$ cat src/logic/fetch_pkg.sv
`default_nettype none

package fetch_pkg;

  // rv64 byte address
  localparam int ADDR_W = 64;

  // one read beat from instruction memory
  localparam int DATA_W = 64;

  // base isa instruction, no compressed support
  localparam int INST_W = 32;

  // addi x0,x0,0
  localparam logic [INST_W-1:0] NOP_INST = 32'h0000_0013;

  // read response codes, axi encoding
  localparam logic [1:0] RESP_OKAY   = 2'b00;
  localparam logic [1:0] RESP_SLVERR = 2'b10;

  // payload of one memory word
  typedef logic [DATA_W-1:0] mem_word_t;

endpackage

`default_nettype wire

$ cat src/logic/pc_gen.sv
`default_nettype none

module pc_gen #(
  parameter logic [fetch_pkg::ADDR_W-1:0] RESET_PC = '0
) (
  input  wire                          clk,
  input  wire                          rst_n,
  input  wire                          redirect_i,
  input  wire [fetch_pkg::ADDR_W-1:0]  redirect_pc_i,
  input  wire                          stall_i,
  input  wire                          fetch_done_i,
  output logic                         fetch_req_o,
  output logic [fetch_pkg::ADDR_W-1:0] fetch_addr_o,
  output logic                         squash_o
);

  // sequential step, no prediction beyond pc+4
  localparam logic [fetch_pkg::ADDR_W-1:0] PC_STEP = 4;

  logic [fetch_pkg::ADDR_W-1:0] pc_q;
  logic [fetch_pkg::ADDR_W-1:0] redir_pc_q;
  logic                         outstanding_q;
  logic                         redir_pend_q;

  // new request only when bus side is free
  // a redirect this cycle moves pc first, so hold the request back
  assign fetch_req_o  = ~outstanding_q & ~stall_i & ~redirect_i;
  assign fetch_addr_o = pc_q;

  // redirect against a fetch on the bus kills that fetch
  assign squash_o     = redirect_i & outstanding_q;

  always_ff @(posedge clk or negedge rst_n) begin
    if (!rst_n) begin
      pc_q          <= RESET_PC;
      outstanding_q <= 1'b0;
      redir_pend_q  <= 1'b0;
    end else begin
      // one fetch in flight at most
      if (fetch_req_o) begin
        outstanding_q <= 1'b1;
      end else if (fetch_done_i) begin
        outstanding_q <= 1'b0;
      end

      if (redirect_i && (!outstanding_q || fetch_done_i)) begin
        // bus idle or finishing now, take target at once
        pc_q         <= redirect_pc_i;
        redir_pend_q <= 1'b0;
      end else if (redirect_i) begin
        // keep fetch address steady until the old beat returns
        redir_pend_q <= 1'b1;
      end else if (fetch_done_i) begin
        pc_q         <= redir_pend_q ? redir_pc_q : pc_q + PC_STEP;
        redir_pend_q <= 1'b0;
      end
    end
  end

  // parked redirect target, latest one wins
  always_ff @(posedge clk) begin
    if (redirect_i) begin
      redir_pc_q <= redirect_pc_i;
    end
  end

  // master latches the address, but it must not move under it
  a_addr_stable: assert property (
    @(posedge clk) disable iff (!rst_n)
    (outstanding_q && !fetch_done_i) |=> $stable(fetch_addr_o)
  ) else $error("fetch address changed while a fetch was outstanding");

endmodule

`default_nettype wire

$ cat config.mk
export PLATFORM = sky130hd
export DESIGN_NAME = pc_gen
export DESIGN_NICKNAME = d
export VERILOG_FILES = /design/src/logic/fetch_pkg.sv /design/src/logic/pc_gen.sv
export SDC_FILE = /design/constraint.sdc
export NUM_CORES = 1
export LEC_CHECK = 0
export ABC_CLOCK_PERIOD_IN_PS = 3200
export BUFFER_PORTS_ARGS = -buffer_cell sky130_fd_sc_hd__buf_4
export CAP_MARGIN = 20
export CORE_MARGIN = 5
export CORE_UTILIZATION = 40
export DETAILED_ROUTE_END_ITERATION = 6
export GPL_ROUTABILITY_DRIVEN = 0
export PLACE_DENSITY = 0.58
export SYNTH_ARGS = -nofsm -noshare
export SYNTH_HDL_FRONTEND = slang
export SYNTH_SLANG_ARGS = --single-unit
$ cat constraint.sdc
create_clock -name clk -period 3.2 [get_ports clk]
set_input_delay 0 -clock clk [delete_from_list [all_inputs] [get_ports clk]]
set_output_delay 0 -clock clk [all_outputs]
set_load 0.01 [all_outputs]
==> results.md <==
* Slowest CP cell: nor4_1
* Global route overflow at 0
* Max-slew violations at 0
* Hold Fails Final Rpt at 0
* CTS max path bufs at 2
* Antenna-violating nets left at 0
* RSZ-0062 raised after global routing: false
* Final Cycle Share at 0.820
* Clock skew at 0.00956 ns
* FF+latch count, synth at 130
* Reg2Reg Depth at 7
* Via count at between 6000 and 7000
* Skew-Pair Late Insertion Delay at ~0.43 ns
* Reg area at 3570 sq um
* CTS Buf Count at 17
* Port Buffers at 134
* Drt pass-1 iters at 6
* Max_slew headroom at 0.325
* P per Cell Area at 564 nW/um^2
* Diode count at 0
* Clk root buf: clkbuf_16
* Maximum VDD drop at 0.414 mV
* Startpoint Class: flip-flop
* Fin crit period at around 2.6 ns
* Reg2reg start: fetch_addr_o[2]
* Layout cell share with drive strength beyond 1 at 0.234
* Core area at approximately 17000 sq um
* Share of flip-flops with an asynchronous set or reset at 0.508
* Static leakage at approximately 3.7 nW
* Post-synthesis sequential area ratio at 0.533
* Final core occ at 0.558
* Wire per inst at between 20 and 25 um
* Hold Path Stages at 4
* Initial DRC count at around 600
* Postcts setup bufs at 0
* Number of remaining DRC errors at 0
* Hold Crit Endpoint: fetch_addr_o[7]
* R2R setup slack at slightly below 0.6 ns
* Post-synth EDFFs at between 60 and 70
* Mapped Area at about 6700 sq um
* Cell variety after synth at 68
* GRT Overall Usage at 0.234
* Syn avg cell area at approximately 10 sq um
* WS Path Type: flip-flop to flip-flop
* Max Fanout on Critical Path at 6
* Area used by multi-input combinational logic at just under 3000 sq um
* Worst Tran Pin Value at roughly 1.0 ns
* Hold crit path type: input port to flip-flop
* Routed WL at roughly 23000 um
* Htree depth at 4
* Starting Density at 0.405
* Clock sink count at 130
* WP data required at 3.47 ns
* Final setup vio count at 0
* Critical path data arrival time at 2.89 ns
* Maxcap violations at 0
* First-pass GRT wire length at roughly 36000 um
* CTS clock-pin slew for the worst setup and hold paths at 0.06 ns
* Row cnt at 47
* Primary FF master, synth: dfrtp_1
* Hold Path Origin: fetch_done_i
* Die area at 19400 sq um
* Placed cells at 973
* Chip height at 139 um
* # nets final at 909
* Synth Warn # at 0
* Ports at 135
* Fillers at about 1500
* Area growth from synthesis to layout at 37.7%
* Die width at 139 um
* Max incr delay on CP at 0.61 ns
* CTS resizes at 0
* Vias in the first global route at 6196
* Post-synth net total at 712
* Reg-to-reg critical path endpoint: fetch_addr_o[46]
* Via/cell ratio at about 5.8
* Post-Synthesis Cells at 642
* Antenna violations before repair at 0
* Setup_tns at 0 ns
* Fmax at 381 MHz
* DP Wirelength at approximately 15000 um
* Critical-path cell list: ha_1 > nand4_2 > or2_2 > nor4_1 > nand2_1 > o211ai_1 > o311ai_0
* CP endpoint kind: flip-flop
* Fin cells at approximately 1100
* Status: finished clean
* Largest net degree at the start of global routing at 67
* Hold buffers post-CTS at 67
* CTS tree: done
[cells in the mapped netlist (all sizes together) (4+ instances only)]
library cell,number,share of area
nand2,72,0.040
dfrtp,66,0.25
edfxtp,64,0.29
nor2,56,0.031
o21ai,43,0.032
a21oi,31,0.023
nand3,29,0.028
clkbuf,27,0.015
nand4,24,0.026
nor3,16,0.012
a221oi,14,0.018
nor4,14,0.022
and3,13,0.013
o22ai,13,0.012
xnor2,13,0.017
xor2,12,0.016
buf,11,0.0093
a222oi,10,0.015
inv,10,0.0056
mux2i,10,0.015
o211ai,8,0.0090
and4,7,0.0097
a22o,6,0.0078
a31oi,6,0.0056
a211oi,5,0.0056
a221o,5,0.0075
o311ai,5,0.0065
a22oi,4,0.0045
a32oi,4,0.0052
o31ai,4,0.0045
[power breakdown]
part,internal (W),leakage (nW),switching (W)
combinational,0.000461,1.96,0.000490
clock,0.00131,0.286,0.000722
sequential,0.00196,1.41,0.000264
total,0.00373,3.65,0.00148
[worst max-delay path by stage]
stage	startpoint	endpoint	slack (ns)
after floorplan	fetch_addr_o[2]	fetch_addr_o[56]	0.98
after global placement	fetch_addr_o[2]	fetch_addr_o[30]	0.78
after detailed placement	fetch_addr_o[2]	fetch_addr_o[46]	0.65
after CTS	fetch_addr_o[2]	fetch_addr_o[46]	0.63
after global routing	fetch_addr_o[2]	fetch_addr_o[56]	0.43
final	fetch_addr_o[2]	fetch_addr_o[46]	0.58
[layout by cell type (no fill, tap or decap), types with 6 or more instances in the layout]
master / count
o21ai_0: 35
clkbuf_16: 17
inv_1: 10
nand3_1: 25
buf_4: 149
xor2_1: 12
o22ai_1: 13
and3_1: 11
nor4_1: 10
a21oi_1: 30
a222oi_1: 10
o211ai_1: 8
a221oi_1: 14
nor2_1: 55
nand2_1: 72
dlygate4sd3_1: 67
o21ai_1: 8
nand4_1: 20
nor3_1: 16
a22o_1: 6
edfxtp_1: 64
a31oi_1: 6
xnor2_1: 13
mux2i_1: 10
dfrtp_1: 66
[layer usage]
layer / wire (um) / share of wire / vias to the layer above / track usage
met2: 10800 / 0.48 / 234 / 0.375
met3: 1630 / 0.072 / 26 / 0.0607
met4: 343 / 0.015 / 0 / 0.0695
met5: 0 / 0 / - / 0
li1: - / - / 2892 / -
met1: 9930 / 0.44 / 3056 / 0.313
[final cells by class]
type,count,share of cell area
flip-flops and latches,130,0.387
multi-input cells,462,0.317
repair buffers,217,0.196
clock buffers,20,0.0484
well taps,220,0.0298
clock inverters,12,0.0176
inverters,11,0.00448
[sequential cells by signal, indices dropped and copies added, names as in the netlist]
signal,flops
fetch_addr_o,64
outstanding_q,1
redir_pend_q,1
redir_pc_q,64
[stage by stage]
stage	cell area, sq um	setup slack, ns	hold slack, ns	power (W)
floorplan	6700	0.983	-0.296	0.00263
CTS	9230	0.630	0.132	0.00523
detailed placement	7950	0.650	0.187	0.00313
finish	9230	0.577	0.141	0.00520
global route	9230	0.432	0.167	0.00543
global placement	7930	0.778	0.188	0.00311
[cells by family (layout without fill, tap and decap cells)]
| kind of cell | after synthesis | after routing | share of synthesized area |
|---|---|---|---|
| buffers and inverters | 50 | 260 | 0.0325 |
| AO/OA/AOI/OAI | 180 | 180 | 0.187 |
| adder cells (fa/ha/maj) | 1 | 1 | 0.00187 |
| XOR/XNOR | 25 | 25 | 0.0327 |
| multiplexers | 10 | 10 | 0.0149 |
| flip-flops | 130 | 130 | 0.533 |
| AND/OR/NAND/NOR | 246 | 246 | 0.198 |
[worst max-delay path, delay by kind of cell, from the launching register on]
kind / cells / cell delay (ns)
simple gates: 4 / 1.34
fa+ha+maj: 1 / 0.30
compound gates: 2 / 0.42
flops: 1 / 0.41
Note: power is estimated with default switching activity, not from simulation.
