`config.mk`:
```
export PLATFORM = sky130hd
export DESIGN_NAME = fetch_axi_master_flat
export DESIGN_NICKNAME = d
export VERILOG_FILES = /design/src/logic/fetch_pkg.sv /design/src/logic/axi_rd_if.sv /design/src/logic/fetch_axi_master.sv /design/src/flat_wrapper.sv
export SDC_FILE = /design/constraint.sdc
export NUM_CORES = 1
export LEC_CHECK = 0
export BUFFER_PORTS_ARGS = -buffer_cell sky130_fd_sc_hd__buf_2
export CAP_MARGIN = 10
export CORE_AREA = 5 5 127 129
export DETAILED_ROUTE_END_ITERATION = 8
export DIE_AREA = 0 0 132 134
export GPL_TIMING_DRIVEN = 0
export PLACE_DENSITY = 0.68
export SLEW_MARGIN = 20
export SYNTH_ARGS = -nofsm -noshare
export SYNTH_HDL_FRONTEND = slang
export SYNTH_SLANG_ARGS = --single-unit
export TNS_END_PERCENT = 20
```
`constraint.sdc`:
```
create_clock -name clk -period 8.3 [get_ports clk]
set_input_delay 0.83 -clock clk [delete_from_list [all_inputs] [get_ports clk]]
set_output_delay 0.83 -clock clk [all_outputs]
set_load 0.05 [all_outputs]
```
`src/logic/fetch_pkg.sv`:
```
`default_nettype none

package fetch_pkg;

  // rv64 byte address
  localparam int ADDR_W = 64;

  // one read beat from instruction memory
  localparam int DATA_W = 64;

  // base isa instruction, no compressed support
  localparam int INST_W = 32;

  // addi x0,x0,0
  localparam logic [INST_W-1:0] NOP_INST = 32'h0000_0013;

  // read response codes, axi encoding
  localparam logic [1:0] RESP_OKAY   = 2'b00;
  localparam logic [1:0] RESP_SLVERR = 2'b10;

  // payload of one memory word
  typedef logic [DATA_W-1:0] mem_word_t;

endpackage

`default_nettype wire

```
`src/logic/axi_rd_if.sv`:
```
`default_nettype none

interface axi_rd_if;

  // read address channel
  logic                        ar_valid;
  logic                        ar_ready;
  logic [fetch_pkg::ADDR_W-1:0] ar_addr;

  // read data channel, single beat per address
  logic                        r_valid;
  logic                        r_ready;
  fetch_pkg::mem_word_t        r_data;
  logic [1:0]                  r_resp;

  modport master (
    output ar_valid,
    output ar_addr,
    output r_ready,
    input  ar_ready,
    input  r_valid,
    input  r_data,
    input  r_resp
  );

  modport slave (
    input  ar_valid,
    input  ar_addr,
    input  r_ready,
    output ar_ready,
    output r_valid,
    output r_data,
    output r_resp
  );

endinterface

`default_nettype wire

```
`src/logic/fetch_axi_master.sv`:
```
`default_nettype none

module fetch_axi_master (
  input  wire                          clk,
  input  wire                          rst_n,
  input  wire                          fetch_req_i,
  input  wire [fetch_pkg::ADDR_W-1:0]  fetch_addr_i,
  output logic                         fetch_done_o,
  output fetch_pkg::mem_word_t         rd_data_o,
  output logic [1:0]                   rd_resp_o,
  output logic [fetch_pkg::ADDR_W-1:0] rd_addr_o,
  axi_rd_if.master                     bus
);

  typedef enum logic [1:0] {
    S_IDLE,
    S_ADDR,
    S_DATA
  } state_t;

  state_t                       state_q;
  logic [fetch_pkg::ADDR_W-1:0] addr_q;
  fetch_pkg::mem_word_t         data_q;
  logic [1:0]                   resp_q;
  logic                         ar_hs;
  logic                         r_hs;

  // ar channel driven from the address state only
  assign bus.ar_valid = (state_q == S_ADDR);
  assign bus.ar_addr  = addr_q;

  // ready held through the whole data wait
  assign bus.r_ready  = (state_q == S_DATA);

  assign ar_hs = bus.ar_valid & bus.ar_ready;
  assign r_hs  = bus.r_valid & bus.r_ready;

  // completion in the beat acceptance cycle
  assign fetch_done_o = r_hs;

  // live beat on acceptance and last beat held afterwards
  assign rd_data_o = r_hs ? bus.r_data : data_q;
  assign rd_resp_o = r_hs ? bus.r_resp : resp_q;
  assign rd_addr_o = addr_q;

  always_ff @(posedge clk or negedge rst_n) begin
    if (!rst_n) begin
      state_q <= S_IDLE;
    end else begin
      case (state_q)
        S_IDLE: begin
          if (fetch_req_i) begin
            state_q <= S_ADDR;
          end
        end
        S_ADDR: begin
          if (ar_hs) begin
            state_q <= S_DATA;
          end
        end
        S_DATA: begin
          if (r_hs) begin
            state_q <= S_IDLE;
          end
        end
        default: begin
          state_q <= S_IDLE;
        end
      endcase
    end
  end

  // address captured once per request
  always_ff @(posedge clk) begin
    if (state_q == S_IDLE && fetch_req_i) begin
      addr_q <= fetch_addr_i;
    end
  end

  // keep the accepted beat
  always_ff @(posedge clk) begin
    if (r_hs) begin
      data_q <= bus.r_data;
      resp_q <= bus.r_resp;
    end
  end

  // valid must wait for the slave
  a_ar_hold: assert property (
    @(posedge clk) disable iff (!rst_n)
    (bus.ar_valid && !bus.ar_ready) |=> (bus.ar_valid && $stable(bus.ar_addr))
  ) else $error("ar_valid dropped or address moved before ar_ready");

  // a beat only comes back while one is awaited
  a_r_in_data: assert property (
    @(posedge clk) disable iff (!rst_n)
    bus.r_valid |-> (state_q == S_DATA)
  ) else $error("r_valid seen outside the data state");

endmodule

`default_nettype wire

```
`src/flat_wrapper.sv`:
```
// flat-port wrapper written by rule: the top's interface ports become plain ports
module fetch_axi_master_flat 
  (clk, rst_n, fetch_req_i, fetch_addr_i, fetch_done_o, rd_data_o, rd_resp_o, rd_addr_o, bus_ar_valid, bus_ar_addr, bus_r_ready, bus_ar_ready, bus_r_valid, bus_r_data, bus_r_resp);
  axi_rd_if bus_i ();
  input  wire clk;
  input  wire rst_n;
  input  wire fetch_req_i;
  input  wire [fetch_pkg::ADDR_W-1:0] fetch_addr_i;
  output logic fetch_done_o;
  output fetch_pkg::mem_word_t rd_data_o;
  output logic [1:0] rd_resp_o;
  output logic [fetch_pkg::ADDR_W-1:0] rd_addr_o;
  output wire logic [$bits(bus_i.ar_valid)-1:0] bus_ar_valid;
  output wire logic [$bits(bus_i.ar_addr)-1:0] bus_ar_addr;
  output wire logic [$bits(bus_i.r_ready)-1:0] bus_r_ready;
  input wire logic [$bits(bus_i.ar_ready)-1:0] bus_ar_ready;
  input wire logic [$bits(bus_i.r_valid)-1:0] bus_r_valid;
  input wire logic [$bits(bus_i.r_data)-1:0] bus_r_data;
  input wire logic [$bits(bus_i.r_resp)-1:0] bus_r_resp;
  assign bus_ar_valid = bus_i.ar_valid;
  assign bus_ar_addr = bus_i.ar_addr;
  assign bus_r_ready = bus_i.r_ready;
  assign bus_i.ar_ready = bus_ar_ready;
  assign bus_i.r_valid = bus_r_valid;
  assign bus_i.r_data = bus_r_data;
  assign bus_i.r_resp = bus_r_resp;
  fetch_axi_master u_core (.clk(clk), .rst_n(rst_n), .fetch_req_i(fetch_req_i), .fetch_addr_i(fetch_addr_i), .fetch_done_o(fetch_done_o), .rd_data_o(rd_data_o), .rd_resp_o(rd_resp_o), .rd_addr_o(rd_addr_o), .bus(bus_i));
endmodule
```
==> qor.yml <==
cp.required_ns: 7.47
ctsHoldBuffers: 0
skew_ns: 0.00539
cap_viol_max_count: 0
gp_congestion: 0.780
p_leak_uw: 0.00365
clock_path_buffers: 2
rsz0062_at_grt: "false"
peakVddDrop_mv: 0.301
fin_crit_sh_pct: 33.5
slew_viol_final: 0
root_buffer: "clkbuf_16"
drive_above_1_share_pct: 78.4
netlist_instances: 279
synth_cell_types: 15
cts_tree: "built"
htreeDepth: 4
p_per_area_nw_per_um2: 514
drt_iter0_drc: 123
start_util_pct: 31.9
cts_sinks: 132
wl_per_cell_um: 15.8
worst_pin_slew_ns: 0.796
hpwlAfterDp_um: 10900
grt_max_degree: 17
post_cts_buffers: 0
grt_pass1_wl_um: 20300
die_area_um2: 17700
synth_area_um2: 4760
rows: 45
arrival_ns: 1.95
port_buffers: 331
critPathMaxFanout: 10
worst_slack_ns: 5.52
via_count: 3455
final_util_pct: 48.9
tns_ns: 0
wl_um: 13300
startpoint_type: "input port"
syn_nets: 414
antenna_cells: 0
endpoint_kind: "primary output"
finalHoldViolCount: 0
synth_warnings: 0
syn_avg_cell_area_um2: 17.1
status: "completed"
io_pins: 332
cts_buffers: 17
grt_pass1_vias: 3804
final_nets: 770
fp.dieH_um: 134
clk_pin_slew_ns: 0.05
seq_area_frac_synth_pct: 69.2
grt_overflow: 0
post_cts_resized: 0
clock_latency_ns: 0.41
worstSetupPathType: "in2out"
vias_per_cell: 4.13
min_path_type: "in2async"
antenna_found_initial: 1
drc: 0
grt_usage_pct: 14.6
fp.dieW_um: 132
fin_hold_ws_ns: 0.199
fmax_ghz: 0.359
fin_area_um2: 7290
fillCellCount: 1299
first_pass_iters: 4
ant_nets: 0
max-slew-margin-rel_pct: 46.7
syn_to_final_growth_pct: 53.2
pre_cts_slack_ns: 5.39
setup_viol: 0
place_area_um2: 6710
coreArea_um2: 14900
period_minus_slack_ns: 2.78
synth.ff_latch_count: 132
-- registers in the layout (all words and copies together) (netlist names) --
| register | count |
|---|---|
| u_core.bus.ar_addr | 64 |
| u_core.data_q | 64 |
| u_core.resp_q | 2 |
| u_core.state_q | 2 |
-- cells in the mapped netlist, drive strengths merged --
library cell   n  area share (%)
a21oi          1            0.11
a22o           1            0.18
dfxtp         66              28
mux2          66              18
nor2b          2            0.26
nand3b         1            0.42
nor3b          1            0.16
inv            2            0.16
nand2b         2            0.26
buf           71              11
dfrtp          2             1.1
edfxtp        64              40
-- final timing paths --
kind | to | cells past startpoint | slack [ns] | from
worst max-delay path | rd_data_o[61] | 6 | 5.52 | bus_r_valid
worst min-delay path | u_core.state_q[1]$_DFFE_PN0P_ | 1 | 0.20 | rst_n
worst min register to register | u_core.data_q[54]$_DFF_P_ | 1 | 0.47 | u_core.data_q[54]$_DFF_P_
min in group clk | u_core.data_q[54]$_DFF_P_ | 1 | 0.47 | u_core.data_q[54]$_DFF_P_
max in group asynchronous | u_core.state_q[0]$_DFFE_PN0P_ | 1 | 8.01 | rst_n
worst max register to register | u_core.bus.ar_addr[3]$_DFFE_PP_ | 5 | 5.94 | u_core.state_q[1]$_DFFE_PN0P_
-- critical path, cell delays in order --
cell,delay (ns)
buf_2,0.12
nand3b_4,0.09
buf_6,0.17
buf_6,0.19
mux2_4,0.32
buf_2,0.22
-- kinds of logic after synthesis --
group           synth area share [%]
compound gates                 0.289
simple gates                    1.10
mux                             17.9
buf+inv                         11.5
flops                           69.2
-- final cells by class --
| class | count | area (um^2) | area share, % |
|---|---|---|---|
| timing repair buffer | 337 | 1710 | 23.4 |
| sequential | 132 | 3290 | 45.2 |
| clock inverter | 12 | 92.6 | 1.27 |
| inverter | 2 | 7.51 | 0.103 |
| multi-input combinational | 74 | 923 | 12.7 |
| clock buffer | 20 | 489 | 6.71 |
| tap | 188 | 235 | 3.23 |
| buffer | 71 | 541 | 7.41 |
-- per-stage QoR --
step                      cells  total power (uW)
after global placement      798              3030
after floorplan             279              2640
after CTS                   836              3790
after detailed placement    804              3060
final                       836              3750
after global routing        836              3900
-- cell usage in the layout, fill, tap and decap left out, drive strengths merged --
master    Yosys  final
buf          71    408
edfxtp       64     64
mux2         66     66
nand2b        2      2
clkinv        0      7
nor2b         2      2
dfxtp        66     66
a21oi         1      1
a22o          1      1
clkbuf        0     20
nand3b        1      1
inv           2      5
dfrtp         2      2
clkinvlp      0      2
nor3b         1      1
-- report_power, final --
part           leakage (uW)  switching (uW)  internal, uW  total (uW)
clock              0.000284             287           429         715
combinational       0.00219            1460           532        1990
sequential          0.00118            87.6           953        1040
-- routing by layer --
layer  GRT usage (%)  up-vias  routed length [um]
met1            15.1     1614                4840
li1                -     1633                   -
met5               0        -                   0
met3            6.49       12                1330
met2            26.2      196                6900
met4            5.31        0                 172
Power figures use the tool's default switching activity.
