$ cat config.mk
export PLATFORM = sky130hd
export DESIGN_NAME = inst_select
export DESIGN_NICKNAME = d
export VERILOG_FILES = /design/src/logic/fetch_pkg.sv /design/src/logic/inst_select.sv
export SDC_FILE = /design/constraint.sdc
export NUM_CORES = 1
export LEC_CHECK = 0
export BUFFER_PORTS_ARGS = -buffer_cell sky130_fd_sc_hd__buf_2
export CAP_MARGIN = 40
export CELL_PAD_IN_SITES_DETAIL_PLACEMENT = 1
export CELL_PAD_IN_SITES_GLOBAL_PLACEMENT = 2
export CORE_ASPECT_RATIO = 1.25
export CORE_MARGIN = 3
export CORE_UTILIZATION = 28
export CTS_CLUSTER_DIAMETER = 30
export DETAILED_ROUTE_END_ITERATION = 12
export PLACE_DENSITY_LB_ADDON = 0.1
export SYNTH_ARGS = -nofsm -noshare
export SYNTH_HDL_FRONTEND = slang
export SYNTH_SLANG_ARGS = --single-unit
$ cat constraint.sdc
create_clock -name clk -period 2.1 [get_ports clk]
set_input_delay 0.21 -clock clk [delete_from_list [all_inputs] [get_ports clk]]
set_output_delay 0.21 -clock clk [all_outputs]
set_load 0.1 [all_outputs]
$ cat src/logic/fetch_pkg.sv
`default_nettype none

package fetch_pkg;

  // rv64 byte address
  localparam int ADDR_W = 64;

  // one read beat from instruction memory
  localparam int DATA_W = 64;

  // base isa instruction, no compressed support
  localparam int INST_W = 32;

  // addi x0,x0,0
  localparam logic [INST_W-1:0] NOP_INST = 32'h0000_0013;

  // read response codes, axi encoding
  localparam logic [1:0] RESP_OKAY   = 2'b00;
  localparam logic [1:0] RESP_SLVERR = 2'b10;

  // payload of one memory word
  typedef logic [DATA_W-1:0] mem_word_t;

endpackage

`default_nettype wire

$ cat src/logic/inst_select.sv
`default_nettype none

module inst_select (
  input  wire                          clk,
  input  wire                          rst_n,
  input  wire                          fetch_done_i,
  input  fetch_pkg::mem_word_t         rd_data_i,
  input  wire [1:0]                    rd_resp_i,
  input  wire [fetch_pkg::ADDR_W-1:0]  rd_addr_i,
  input  wire                          squash_i,
  output logic [fetch_pkg::INST_W-1:0] inst_o,
  output logic [fetch_pkg::ADDR_W-1:0] inst_pc_o,
  output logic                         inst_valid_o,
  output logic                         inst_fault_o
);

  logic                         squash_q;
  logic                         kill;
  logic                         fault;
  logic                         deliver;
  logic [fetch_pkg::INST_W-1:0] half;
  logic [fetch_pkg::INST_W-1:0] inst_q;
  logic [fetch_pkg::ADDR_W-1:0] pc_q;
  logic                         valid_q;
  logic                         fault_q;

  // a squash in the completion cycle still counts
  assign kill    = squash_q | squash_i;
  assign deliver = fetch_done_i & ~kill;
  assign fault   = (rd_resp_i != fetch_pkg::RESP_OKAY);

  // bit 2 picks the upper word of the beat
  assign half = rd_addr_i[2] ? rd_data_i[fetch_pkg::DATA_W-1:fetch_pkg::INST_W]
                             : rd_data_i[fetch_pkg::INST_W-1:0];

  always_ff @(posedge clk or negedge rst_n) begin
    if (!rst_n) begin
      squash_q <= 1'b0;
      valid_q  <= 1'b0;
      fault_q  <= 1'b0;
      inst_q   <= fetch_pkg::NOP_INST;
    end else begin
      // flag lives until the squashed beat returns
      if (fetch_done_i) begin
        squash_q <= 1'b0;
      end else if (squash_i) begin
        squash_q <= 1'b1;
      end
      valid_q <= deliver;
      fault_q <= deliver & fault;
      // nop for idle, squashed or faulting fetches
      inst_q  <= (deliver && !fault) ? half : fetch_pkg::NOP_INST;
    end
  end

  always_ff @(posedge clk) begin
    if (fetch_done_i) begin
      pc_q <= rd_addr_i;
    end
  end

  assign inst_o       = inst_q;
  assign inst_pc_o    = pc_q;
  assign inst_valid_o = valid_q;
  assign inst_fault_o = fault_q;

endmodule

`default_nettype wire

==> results of run 1 <==
[final cells by class]
type | instances | area (µm²) | area share, %
clock buffer | 9 | 225 | 4.35
clock inverter | 7 | 60.1 | 1.16
inverter | 1 | 3.75 | 0.0724
multi-input combinational | 70 | 656 | 12.7
timing repair buffer | 236 | 1230 | 23.7
antenna | 1 | 2.50 | 0.0483
sequential | 99 | 2800 | 54.1
tap | 164 | 205 | 3.96
[cells in the mapped netlist]
cell	instances	area [µm²]
or3b_1	1	8.76
nor2_1	4	15.0
dfrtp_1	32	801
buf_6	4	45.0
edfxtp_1	64	1920
nor3_2	29	290
nand3_1	3	15.0
mux2i_1	32	320
buf_2	4	20.0
or2_2	1	6.26
inv_1	1	3.75
buf_4	2	15.0
dfstp_2	3	78.8
clkbuf_1	1	3.75
[flip-flops by register name, summed over array words and instances (netlist names)]
register	count
inst_fault_o	1
inst_valid_o	1
inst_pc_o	64
inst_o	32
squash_q	1
[per-layer routing]
layer  share of wire, %  wire length [µm]  global-route usage (%)
met2                 49              4890                    23.2
met3                 10              1030                    4.31
met5                  0                 0                       0
met4                1.5               149                    5.76
met1                 39              3890                    16.2
[worst min-delay path by stage]
stage	start	cells after the start	endpoint
global placement	rst_n	1	inst_o[18]
floorplan	rst_n	0	inst_fault_o
finish	rd_addr_i[11]	1	inst_pc_o[11]
CTS	rd_addr_i[11]	1	inst_pc_o[11]
detailed placement	rst_n	1	inst_o[18]
global route	rd_addr_i[6]	1	inst_pc_o[6]
[what timing repair did]
item	CTS	global route
hold buffers	1	0
setup endpoints to repair	0	0
hold endpoints to repair	32	0
gates resized for setup	0	0
[cells in the final DEF, fill, tap and decap left out]
cell and count:
inv_1 1, dfrtp_1 32, buf_12 1, nor3_2 29
dfstp_2 3, diode_2 1, dlygate4sd3_1 1, clkinv_1 1
mux2i_1 32, nor2_1 4, or3b_2 1, buf_4 2
clkinv_4 3, nand3_1 3, buf_2 231, clkbuf_16 9
edfxtp_1 64, buf_16 1, clkinvlp_4 1, or2_2 1
inv_8 2
[per-stage QoR]
step	hold slack (ps)	cells
detailed placement	357	569
global placement	339	568
finish	41.8	587
CTS	23.5	586
global route	24.5	586
floorplan	-85.6	181
[cell families after synthesis]
logic type | Yosys count | synth area share [%]
muxes | 32 | 9.04
buffers and inverters | 12 | 2.47
and+or+nand+nor | 38 | 9.46
DFF | 99 | 79.0
[power by group through the flow]
stage | combinational [mW] | sequential (mW) | clock [mW]
floorplan | 0.107 | 3.08 | 0
global placement | 1.19 | 2.27 | 0
detailed placement | 1.21 | 2.27 | 0
CTS | 1.21 | 2.23 | 1.63
global route | 1.24 | 2.24 | 1.71
finish | 1.20 | 2.23 | 1.56
==> results.txt, run 1 <==
----------------------------------------------------
[Status]
  Result of the run ... finished clean

[Power]
  Share of total power in combinational logic ... about a quarter
  Switching share of power ... between 30% and 40%
  Power share of the clock group ... a little under a third
  Part of the total power dissipated in sequential elements ... about 45%
  VDD IR-drop max ... ~0.34 mV
  Switch Pwr ... 1.75 mW
  Power density over cell area ... a little under 1000 mW/mm²
  Internal Pwr Total ... roughly 3.2 mW
  Static power due to leakage ... 2.46 nW
  Final Power ... about 5 mW

[Global routing]
  Sum of overflow across all layers after global routing ... 0
  Initial antenna violation count ... 1
  Number of global-route vias before repair ... around 2,500
  GRT Total Usage ... between 10% and 20%
  Largest net degree at the start of global routing ... 66
  Wire length of the first global-routing pass ... 14,600 µm

[Drt]
  First DRT Iteration DRCs ... 88
  DRC errors left ... 0
  Aggregate routed wire length ... between 9000 and 10,000 µm
  Number of nets with antenna violations after detailed routing ... 0
  Number of vias per cell ... about 4.1
  First-pass iteration count of the detailed router ... 4
  Total vias in the final route ... between 2,000 and 2,500
  DR WL/cell ... 17.0 µm

[Setup path]
  Terminus of the critical flop-to-flop path ... inst_o[0]
  Maximum net fanout on the critical path ... 1
  Worst setup path endpoint ... inst_o[0]
  Worst setup path class ... flip-flop to primary output
  CP cell instances ... buf_2
  Cell at the slowest stage of the critical path ... dfstp_2
  Worst reg-to-reg path cell count ... 4
  Critical path origin ... inst_o[0]
  R2R Setup Slk ... 630 ps
  Number of cells on the critical path ... 1
  Startpoint of the lowest-slack register-to-register path ... squash_q
  Critical Path Source Type ... flip-flop
  CP bufs+invs ... 1
  Peak per-stage delay on the critical path ... 520 ps
  Required time at the worst-slack endpoint ... approximately 1900 ps
  Crit path capture type ... primary output
  Worst path top cell family by delay ... flip-flops
  Data arrival, critical path ... approximately 1300 ps

[Floorplanning]
  Top Ports ... 232
  Die width ... approximately 110 µm
  Y dimension of the die ... 132 µm
  Standard-cell rows ... 45
  Core region area ... approximately 0.012 mm²
  Area of the die ... about 0.014 mm²
  Initial core utilization ... approximately 29%

[Placed design]
  Half-perimeter wire length after placement ... roughly 7700 µm
  Cell area after placement ... roughly 0.0049 mm²
  Final weighted congestion of routability-driven global placement ... between 0.6 and 0.7
  Post-placement worst setup slack ... about 630 ps
  Port bufs ... between 200 and 250

[Synthesis]
  Post-synthesis sequential area ratio ... around 79%
  Post-synthesis instance total ... 181
  Area of the mapped netlist ... ~0.0035 mm²
  Yosys cell types ... 14
  Number of register bits inferred by synthesis ... 99
  YS warnings ... 0
  Synthesized Nets ... approximately 320
  Syn_area_per_cell ... slightly below 20 µm²

[Layout]
  # fillers ... between 1,000 and 1,500
  Final standard cell utilization of the core ... between 40% and 50%
  Relative area change from synthesis to final layout ... 46.2%
  Share of cells above drive strength 1 ... roughly 67%
  Nets ... about 550
  Post-route cell area ... 0.00518 mm²

[Clocking]
  Buffers from clock root to sink, at most ... 2
  Sinks on the clock net ... 99
  Setup Buffers After CTS ... 0
  Number of CTS-inserted buffers ... 9
  CTS tree ... built
  Clock Tree Root ... clkbuf_16
  Count of H-tree levels built during CTS ... 3
  Clock transition at the register clock pins on the worst setup and hold paths after CTS ... approximately 70 ps
  Clock network latency to the later pin of the worst-skew pair ... ~340 ps

[Run]
  Number of max-cap violations ... 0

[STA]
  Slew at the pin closest to its max-slew limit ... between 800 and 900 ps
  Setup violations, final ... 0
  Unrepaired setup endpoints after global routing ... false
  Upper clock frequency limit ... 669 MHz
  Max Slew Vio Count ... 0
  Final period utilization ... between 70% and 80%
  Final worst setup slack ... a little over 600 ps
  Worst rel slew slack ... a little under half
  Setup_tns ... 0 ps
  Hold Violations, Final ... 0
  Final critical-path required period ... around 1500 ps
  Fin Clk Skew ... about 4.0 ps

[Hold path]
  Path type of the worst min-delay path ... input port to flip-flop

----------------------------------------------------
(Power assumes the default switching activity.)
==> inputs of run 2 (changes only) <==
--- a/config.mk
+++ b/config.mk
@@ -5,13 +5,14 @@
 export SDC_FILE = /design/constraint.sdc
 export NUM_CORES = 1
 export LEC_CHECK = 0
+export ABC_AREA = 1
 export BUFFER_PORTS_ARGS = -buffer_cell sky130_fd_sc_hd__buf_2
 export CAP_MARGIN = 40
 export CELL_PAD_IN_SITES_DETAIL_PLACEMENT = 1
 export CELL_PAD_IN_SITES_GLOBAL_PLACEMENT = 2
 export CORE_ASPECT_RATIO = 1.25
 export CORE_MARGIN = 3
-export CORE_UTILIZATION = 28
+export CORE_UTILIZATION = 22
 export CTS_CLUSTER_DIAMETER = 30
 export DETAILED_ROUTE_END_ITERATION = 12
 export PLACE_DENSITY_LB_ADDON = 0.1
==> constraint.sdc (replaced) <==
create_clock -name clk -period 1.2 [get_ports clk]
set_input_delay 0.12 -clock clk [delete_from_list [all_inputs] [get_ports clk]]
set_output_delay 0.12 -clock clk [all_outputs]
set_load 0.1 [all_outputs]
==> results.txt, run 2 <==
----------------------------------------------------
[Power]
  Switch Pwr ... 3.19 mW (+82%)
  Static power due to leakage ... 3.37 nW (+37%)
  Part of the total power dissipated in sequential elements ... 42.7% (-2.0 points)
  Power share of the clock group ... 29.8% (-1.5 points)
  Switching share of power ... 34.5% (-0.64 points)
  Internal Pwr Total ... 6.05 mW (+87%)
  Final Power ... 9.24 mW (+86%)
  Share of total power in combinational logic ... 27.5% (+3.5 points)
  Power density over cell area ... 1360 mW/mm² (+41%)
  VDD IR-drop max ... 0.585 mV (+74%)

[Layout]
  Nets ... 748 (+36%)
  Leading cell types in the layout, fill and taps excluded ... buf_2 (133), nor2_1 (79), dlygate4sd3_1 (64), edfxtp_1 (64), buf_4 (61)
  Number of flip-flops in the largest register ... 64 (unchanged)
  Relative area change from synthesis to final layout ... 83.8%
  Non-filler instance count after layout ... 835 (+42%)
  Share of cells above drive strength 1 ... 47.7% (-20 points)
  Post-route cell area ... 0.00680 mm² (+31%)
  Diodes inserted ... 0 (-1)
  Most common cell after layout, fill and taps aside ... buf_2

[STA]
  Setup violations, final ... 0 (unchanged)
  Upper clock frequency limit ... ~850 MHz
  Final critical-path required period ... approximately 1200 ps
  Max Slew Vio Count ... 0 (unchanged)
  Worst rel slew slack ... 73.9% (+29 points)
  Unrepaired setup endpoints after global routing ... true
  Slew at the pin closest to its max-slew limit ... 392 ps (-430 ps)
  Final period utilization ... just under 100%
  Fin Clk Skew ... 4.75 ps (+0.796 ps)
  Setup_tns ... 0 ps (unchanged)
  Hold Violations, Final ... 0 (unchanged)

[Setup path]
  Cell at the slowest stage of the critical path ... dfstp_2
  Worst path top cell family by delay ... flip-flops
  R2R Setup Slk ... 240 ps (-390 ps)
  Required time at the worst-slack endpoint ... 1080 ps (-810 ps)
  Crit path capture type ... primary output
  CP bufs+invs ... 1 (unchanged)
  Worst setup path class ... flip-flop to primary output
  CP cell instances ... buf_12
  Startpoint of the lowest-slack register-to-register path ... squash_q
  Peak per-stage delay on the critical path ... 550 ps (+30 ps)
  Maximum net fanout on the critical path ... 1 (unchanged)
  Critical path origin ... inst_o[1]
  Critical Path Source Type ... flip-flop
  Data arrival, critical path ... 1060 ps (-220 ps)

[Placed design]
  Port bufs ... 231 (unchanged)
  Placed insts ... 755 (+33%)
  Cell area after placement ... 0.00573 mm² (+17%)
  Half-perimeter wire length after placement ... 9030 µm (+17%)
  Final weighted congestion of routability-driven global placement ... 0.697 (+2.2%)

[Floorplanning]
  Initial core utilization ... 22.7% (-6.2 points)
  Core region area ... 0.0163 mm² (+33%)
  Die width ... 122 µm (+14%)
  Y dimension of the die ... 151 µm (+15%)
  Top Ports ... 232 (unchanged)
  Area of the die ... 0.0184 mm² (+31%)
  Standard-cell rows ... 52 (+16%)

[Drt]
  Total vias in the final route ... 3,149 (+31%)
  First-pass iteration count of the detailed router ... 4 (unchanged)
  Number of nets with antenna violations after detailed routing ... 0 (unchanged)
  DRC errors left ... 0 (unchanged)
  Aggregate routed wire length ... 12,000 µm (+21%)
  Number of vias per cell ... 3.77 (-7.9%)
  DR WL/cell ... 14.4 µm (-15%)
  First DRT Iteration DRCs ... 97 (+10%)

[Global routing]
  Sum of overflow across all layers after global routing ... 0 (unchanged)
  Initial antenna violation count ... 0 (-1)
  Number of global-route vias before repair ... 3,310 (+30%)
  Largest net degree at the start of global routing ... 48 (-27%)
  Wire length of the first global-routing pass ... 17,600 µm (+20%)
  GRT Total Usage ... 12.7% (-1.1 points)

[Synthesis]
  Post-synthesis sequential area ratio ... 75.7% (-3.3 points)
  Area of the mapped netlist ... 0.00370 mm² (+4.4%)
  Number of register bits inferred by synthesis ... 99 (unchanged)
  Synth top cells by count ... nor2_1 (79), edfxtp_1 (64), inv_1 (41)
  Syn_area_per_cell ... 11.9 µm² (-39%)
  Async set-or-reset flop fraction in the synthesized netlist ... 35.4% (unchanged)
  Post-synthesis instance total ... 312 (+72%)
  Most frequent cell after synthesis ... nor2_1
  Top cells by area in the synthesized netlist ... edfxtp_1 (52%), dfrtp_1 (22%), nor2_1 (8.0%), inv_1 (4.2%), nand2_1 (4.0%)
  Yosys cell types ... 16 (+2)
  Leading area contributor after synthesis ... edfxtp_1
  Proportion of netlist area held by the largest area contributor ... 51.9% (-2.3 points)
  YS warnings ... 0 (unchanged)
  Number of enable flip-flop cells after synthesis ... 64 (unchanged)
  Most frequently used flop master after synthesis ... edfxtp_1
  Synthesized Nets ... 446 (+42%)

[Clocking]
  Clock network latency to the later pin of the worst-skew pair ... 340 ps (about the same)
  Clock transition at the register clock pins on the worst setup and hold paths after CTS ... 70 ps (about the same)
  CTS tree ... built
  Sinks on the clock net ... 99 (unchanged)
  Count of H-tree levels built during CTS ... 3 (unchanged)
  Clock Tree Root ... clkbuf_16
  Buffers from clock root to sink, at most ... 2 (unchanged)
  Number of CTS-inserted buffers ... 9 (unchanged)

[Hold path]
  Path type of the worst min-delay path ... input port to flip-flop
  Launch point of the worst hold path ... rd_resp_i[0]

[Run]
  Number of max-cap violations ... 0 (unchanged)

[Status]
  Result of the run ... finished clean

----------------------------------------------------
## run 2: cell types whose count changed after synthesis, moves of 2 or more
cell / change
buf_6: -3
nor2_4: +3
nor2_2: +9
buf_4: +2
nor2_1: +75
mux2i_1: -32
inv_1: +40
inv_2: +27
nand2_1: +39
nor3_2: -29
## run 2: power by group through the flow
stage | Clock [mW] | Sequential [mW] | Combinational (mW)
final | 2.76 | 3.95 | 2.54
after global routing | 3.06 | 3.96 | 2.66
after CTS | 2.90 | 3.95 | 2.56
after detailed placement | 0 | 4.01 | 2.30
after global placement | 0 | 4.01 | 2.29
after floorplan | 0 | 5.38 | 0.199
## run 2: worst reg2reg max path: stages (launching register included)
cell and delay, ps:
dfrtp_1 400, nor2_4 100, nand3_2 90, buf_12 180, nor2_1 120
## run 2: final cells by class
cell class	instances	area, µm²
clock buffer	10	229
timing repair buffer	301	2630
multi-input combinational	135	563
tap	216	270
inverter	68	255
sequential	99	2800
clock inverter	6	57.6
fill	1795	9530
## run 2: timing repair
item,4_1_cts,5_1_grt
buffers inserted,0,0
pin swaps,0,0
resized for setup,59,0
hold buffers,64,0
gates cloned,0,0
hold endpoints to repair,74,0
endpoints found under the setup margin,59,3
## run 2: final timing paths
kind	end	cells after the start
worst max-delay path	inst_o[1]	1
worst min-delay path	inst_o[0]	3
worst max register to register	inst_o[18]	4
worst min register to register	squash_q	2
max in group asynchronous	inst_o[11]	3
min in group asynchronous	inst_valid_o	2
## run 2: logic make-up (layout without fill, tap and decap cells)
kind of cell           Yosys count  count (layout)  share of synthesized area (%)
buffers and inverters           78             385                           9.09
flip-flops                      99              99                           75.7
AND/OR/NAND/NOR                135             135                           15.2
## run 2: stage by stage
stage / setup WS (ps) / util [%] / hold slack, ps
final: 23.6 / 41.6 / 31.4
after global routing: -19.1 / 41.6 / 31.5
after CTS: 2.29 / 41.6 / 18.7
after detailed placement: 230 / 35.1 / 84.9
after global placement: 284 / 35.1 / 72.4
after floorplan: 176 / - / -176
## run 2: routing by layer
metal / share of wire (%) / track usage (%) / vias to the layer above
met5: 0 / 0 / -
met4: 1.8 / 5.10 / 0
met3: 11 / 4.71 / 14
met2: 52 / 23.5 / 158
met1: 35 / 12.8 / 1436
li1: - / - / 1541
==> inputs of run 3 (changes only) <==
--- a/config.mk
+++ b/config.mk
@@ -5,14 +5,13 @@
 export SDC_FILE = /design/constraint.sdc
 export NUM_CORES = 1
 export LEC_CHECK = 0
-export ABC_AREA = 1
 export BUFFER_PORTS_ARGS = -buffer_cell sky130_fd_sc_hd__buf_2
 export CAP_MARGIN = 40
 export CELL_PAD_IN_SITES_DETAIL_PLACEMENT = 1
 export CELL_PAD_IN_SITES_GLOBAL_PLACEMENT = 2
 export CORE_ASPECT_RATIO = 1.25
 export CORE_MARGIN = 3
-export CORE_UTILIZATION = 22
+export CORE_UTILIZATION = 24
 export CTS_CLUSTER_DIAMETER = 30
 export DETAILED_ROUTE_END_ITERATION = 12
 export PLACE_DENSITY_LB_ADDON = 0.1
==> results.txt, run 3 (synthesis results as in run 1) <==
----------------------------------------------------
[Layout]
  Relative area change from synthesis to final layout ... 93.0%
  Non-filler instance count after layout ... 671 (-20%)
  Diodes inserted ... 0 (unchanged)
  Number of flip-flops in the largest register ... 64 (unchanged)
  # fillers ... 1,450 (-19%)
  Most common cell after layout, fill and taps aside ... buf_2
  Nets ... 622 (-17%)
  Leading cell types in the layout, fill and taps excluded ... buf_2 (133), buf_4 (67), dlygate4sd3_1 (64), edfxtp_1 (64), buf_12 (40)
  Share of cells above drive strength 1 ... 60.4% (+13 points)
  Post-route cell area ... 0.00684 mm² (+0.61%)

[Power]
  Switch Pwr ... 3.25 mW (+1.9%)
  Internal Pwr Total ... 6.28 mW (+3.7%)
  Power share of the clock group ... 31.2% (+1.4 points)
  Share of total power in combinational logic ... 27.5% (about the same)
  VDD IR-drop max ... 0.906 mV (+55%)
  Final Power ... 9.53 mW (+3.1%)
  Part of the total power dissipated in sequential elements ... 41.3% (-1.4 points)
  Power density over cell area ... 1390 mW/mm² (+2.5%)
  Static power due to leakage ... 3.11 nW (-7.7%)
  Switching share of power ... 34.1% (-0.39 points)

[Clocking]
  Buffers from clock root to sink, at most ... 2 (unchanged)
  CTS tree ... built
  Clock Tree Root ... clkbuf_16
  Count of H-tree levels built during CTS ... 3 (unchanged)
  Clock network latency to the later pin of the worst-skew pair ... 340 ps (about the same)
  Number of CTS-inserted buffers ... 9 (unchanged)
  Sinks on the clock net ... 99 (unchanged)
  Clock transition at the register clock pins on the worst setup and hold paths after CTS ... 70 ps (about the same)

[Hold path]
  Path type of the worst min-delay path ... input port to flip-flop

[Placed design]
  Half-perimeter wire length after placement ... 8550 µm (-5.4%)
  Port bufs ... 231 (unchanged)
  Placed insts ... 587 (-22%)
  Final weighted congestion of routability-driven global placement ... 0.710 (+1.9%)
  Cell area after placement ... 0.00549 mm² (-4.2%)

[Setup path]
  Data arrival, critical path ... 1530 ps (+470 ps)
  Worst setup path class ... flip-flop to flip-flop
  Critical Path Source Type ... flip-flop
  Maximum net fanout on the critical path ... 8 (+7)
  Crit path capture type ... flip-flop
  R2R Setup Slk ... -80 ps (-320 ps)
  Required time at the worst-slack endpoint ... 1450 ps (+370 ps)

[STA]
  Setup violations, final ... 33 (+33)
  Final worst setup slack ... -78.7 ps (-102 ps)
  Fin Clk Skew ... 7.11 ps (+2.36 ps)
  Upper clock frequency limit ... 782 MHz (-8.0%)
  Unrepaired setup endpoints after global routing ... true
  Hold Violations, Final ... 0 (unchanged)
  Final critical-path required period ... 1280 ps (+102 ps)
  Slew at the pin closest to its max-slew limit ... 538 ps (+146 ps)
  Max Slew Vio Count ... 0 (unchanged)
  Worst rel slew slack ... 64.0% (-9.9 points)
  Final period utilization ... 107% (+8.5 points)

[Drt]
  Total vias in the final route ... 2,777 (-12%)
  Aggregate routed wire length ... 11,800 µm (-1.5%)
  DRC errors left ... 0 (unchanged)
  First DRT Iteration DRCs ... 102 (+5.2%)
  Number of nets with antenna violations after detailed routing ... 0 (unchanged)
  DR WL/cell ... 17.7 µm (+23%)
  First-pass iteration count of the detailed router ... 5 (+1)
  Number of vias per cell ... 4.14 (+9.7%)

[Floorplanning]
  Standard-cell rows ... 49 (-5.8%)
  Initial core utilization ... 24.6% (+1.9 points)
  Top Ports ... 232 (unchanged)
  Y dimension of the die ... 142 µm (-6.1%)
  Die width ... 115 µm (-6.0%)
  Core region area ... 0.0144 mm² (-12%)
  Area of the die ... 0.0163 mm² (-12%)

[Global routing]
  Initial antenna violation count ... 0 (unchanged)
  Number of global-route vias before repair ... 2,984 (-9.8%)
  GRT Total Usage ... 13.8% (+1.1 points)
  Sum of overflow across all layers after global routing ... 0 (unchanged)
  Largest net degree at the start of global routing ... 44 (-8.3%)
  Wire length of the first global-routing pass ... 16,900 µm (-4.1%)

[Status]
  Result of the run ... complete, but fails checks
  Violated checks ... setup timing

[Run]
  Number of max-cap violations ... 0 (unchanged)

----------------------------------------------------
run 3: cell type report:
type | instances | area (µm²) | share of cell area, %
Clock buffer | 9 | 225 | 3.29
Inverter | 1 | 16.3 | 0.238
Multi-Input combinational cell | 70 | 806 | 11.8
Timing Repair Buffer | 307 | 2690 | 39.3
Sequential cell | 99 | 2800 | 40.9
Clock inverter | 7 | 83.8 | 1.23
Tap cell | 178 | 223 | 3.25
run 3: path summary, 6_finish.rpt:
path                                from          to  cells after the start
worst max-delay path            squash_q   inst_o[1]                      4
worst min-delay path            squash_i    squash_q                      3
worst max register to register  squash_q   inst_o[1]                      4
worst min register to register  squash_q    squash_q                      4
max in group asynchronous          rst_n   inst_o[0]                      3
min in group asynchronous          rst_n  inst_o[17]                      2
run 3: per-layer routing:
layer / global-route usage [%] / part of all wire [%] / wire [µm]
met1: 15.2 / 36 / 4310
met3: 5.38 / 11 / 1300
met5: 0 / 0 / 0
met4: 3.52 / 0.60 / 71
met2: 24.9 / 52 / 6170
run 3: critical path: stages, from the launching register on:
cell	delay [ps]
dfrtp_1	380
or3b_4	490
buf_12	200
clkinv_8	60
nand3_2	50
run 3: repair_timing:
action	CTS	global route
cloned	1	2
hold endpoints to repair	95	0
hold buffers	64	0
setup buffers	0	1
setup endpoints to repair	99	37
pin swaps	0	31
resized for setup	66	29
run 3: power groups by stage:
stage	Clock (mW)	Combinational (mW)	Sequential, mW
6_report	2.97	2.62	3.94
5_1_grt	3.23	2.71	3.95
4_1_cts	3.12	2.56	3.94
3_5_place_dp	0	2.29	4.00
3_3_place_gp	0	2.27	4.00
2_1_floorplan	0	0.186	5.39
run 3: through the flow:
step	worst slack, ps	TNS, ps	hold slack (ps)	utilization (%)
5_1_grt	-131	-3380	69.3	47.5
2_1_floorplan	-5.53	-91.9	-176	-
4_1_cts	-89.0	-2350	16.7	46.0
3_5_place_dp	-181	-4290	55.7	38.1
3_3_place_gp	-115	-3240	58.7	38.1
6_report	-78.7	-1890	37.7	47.5
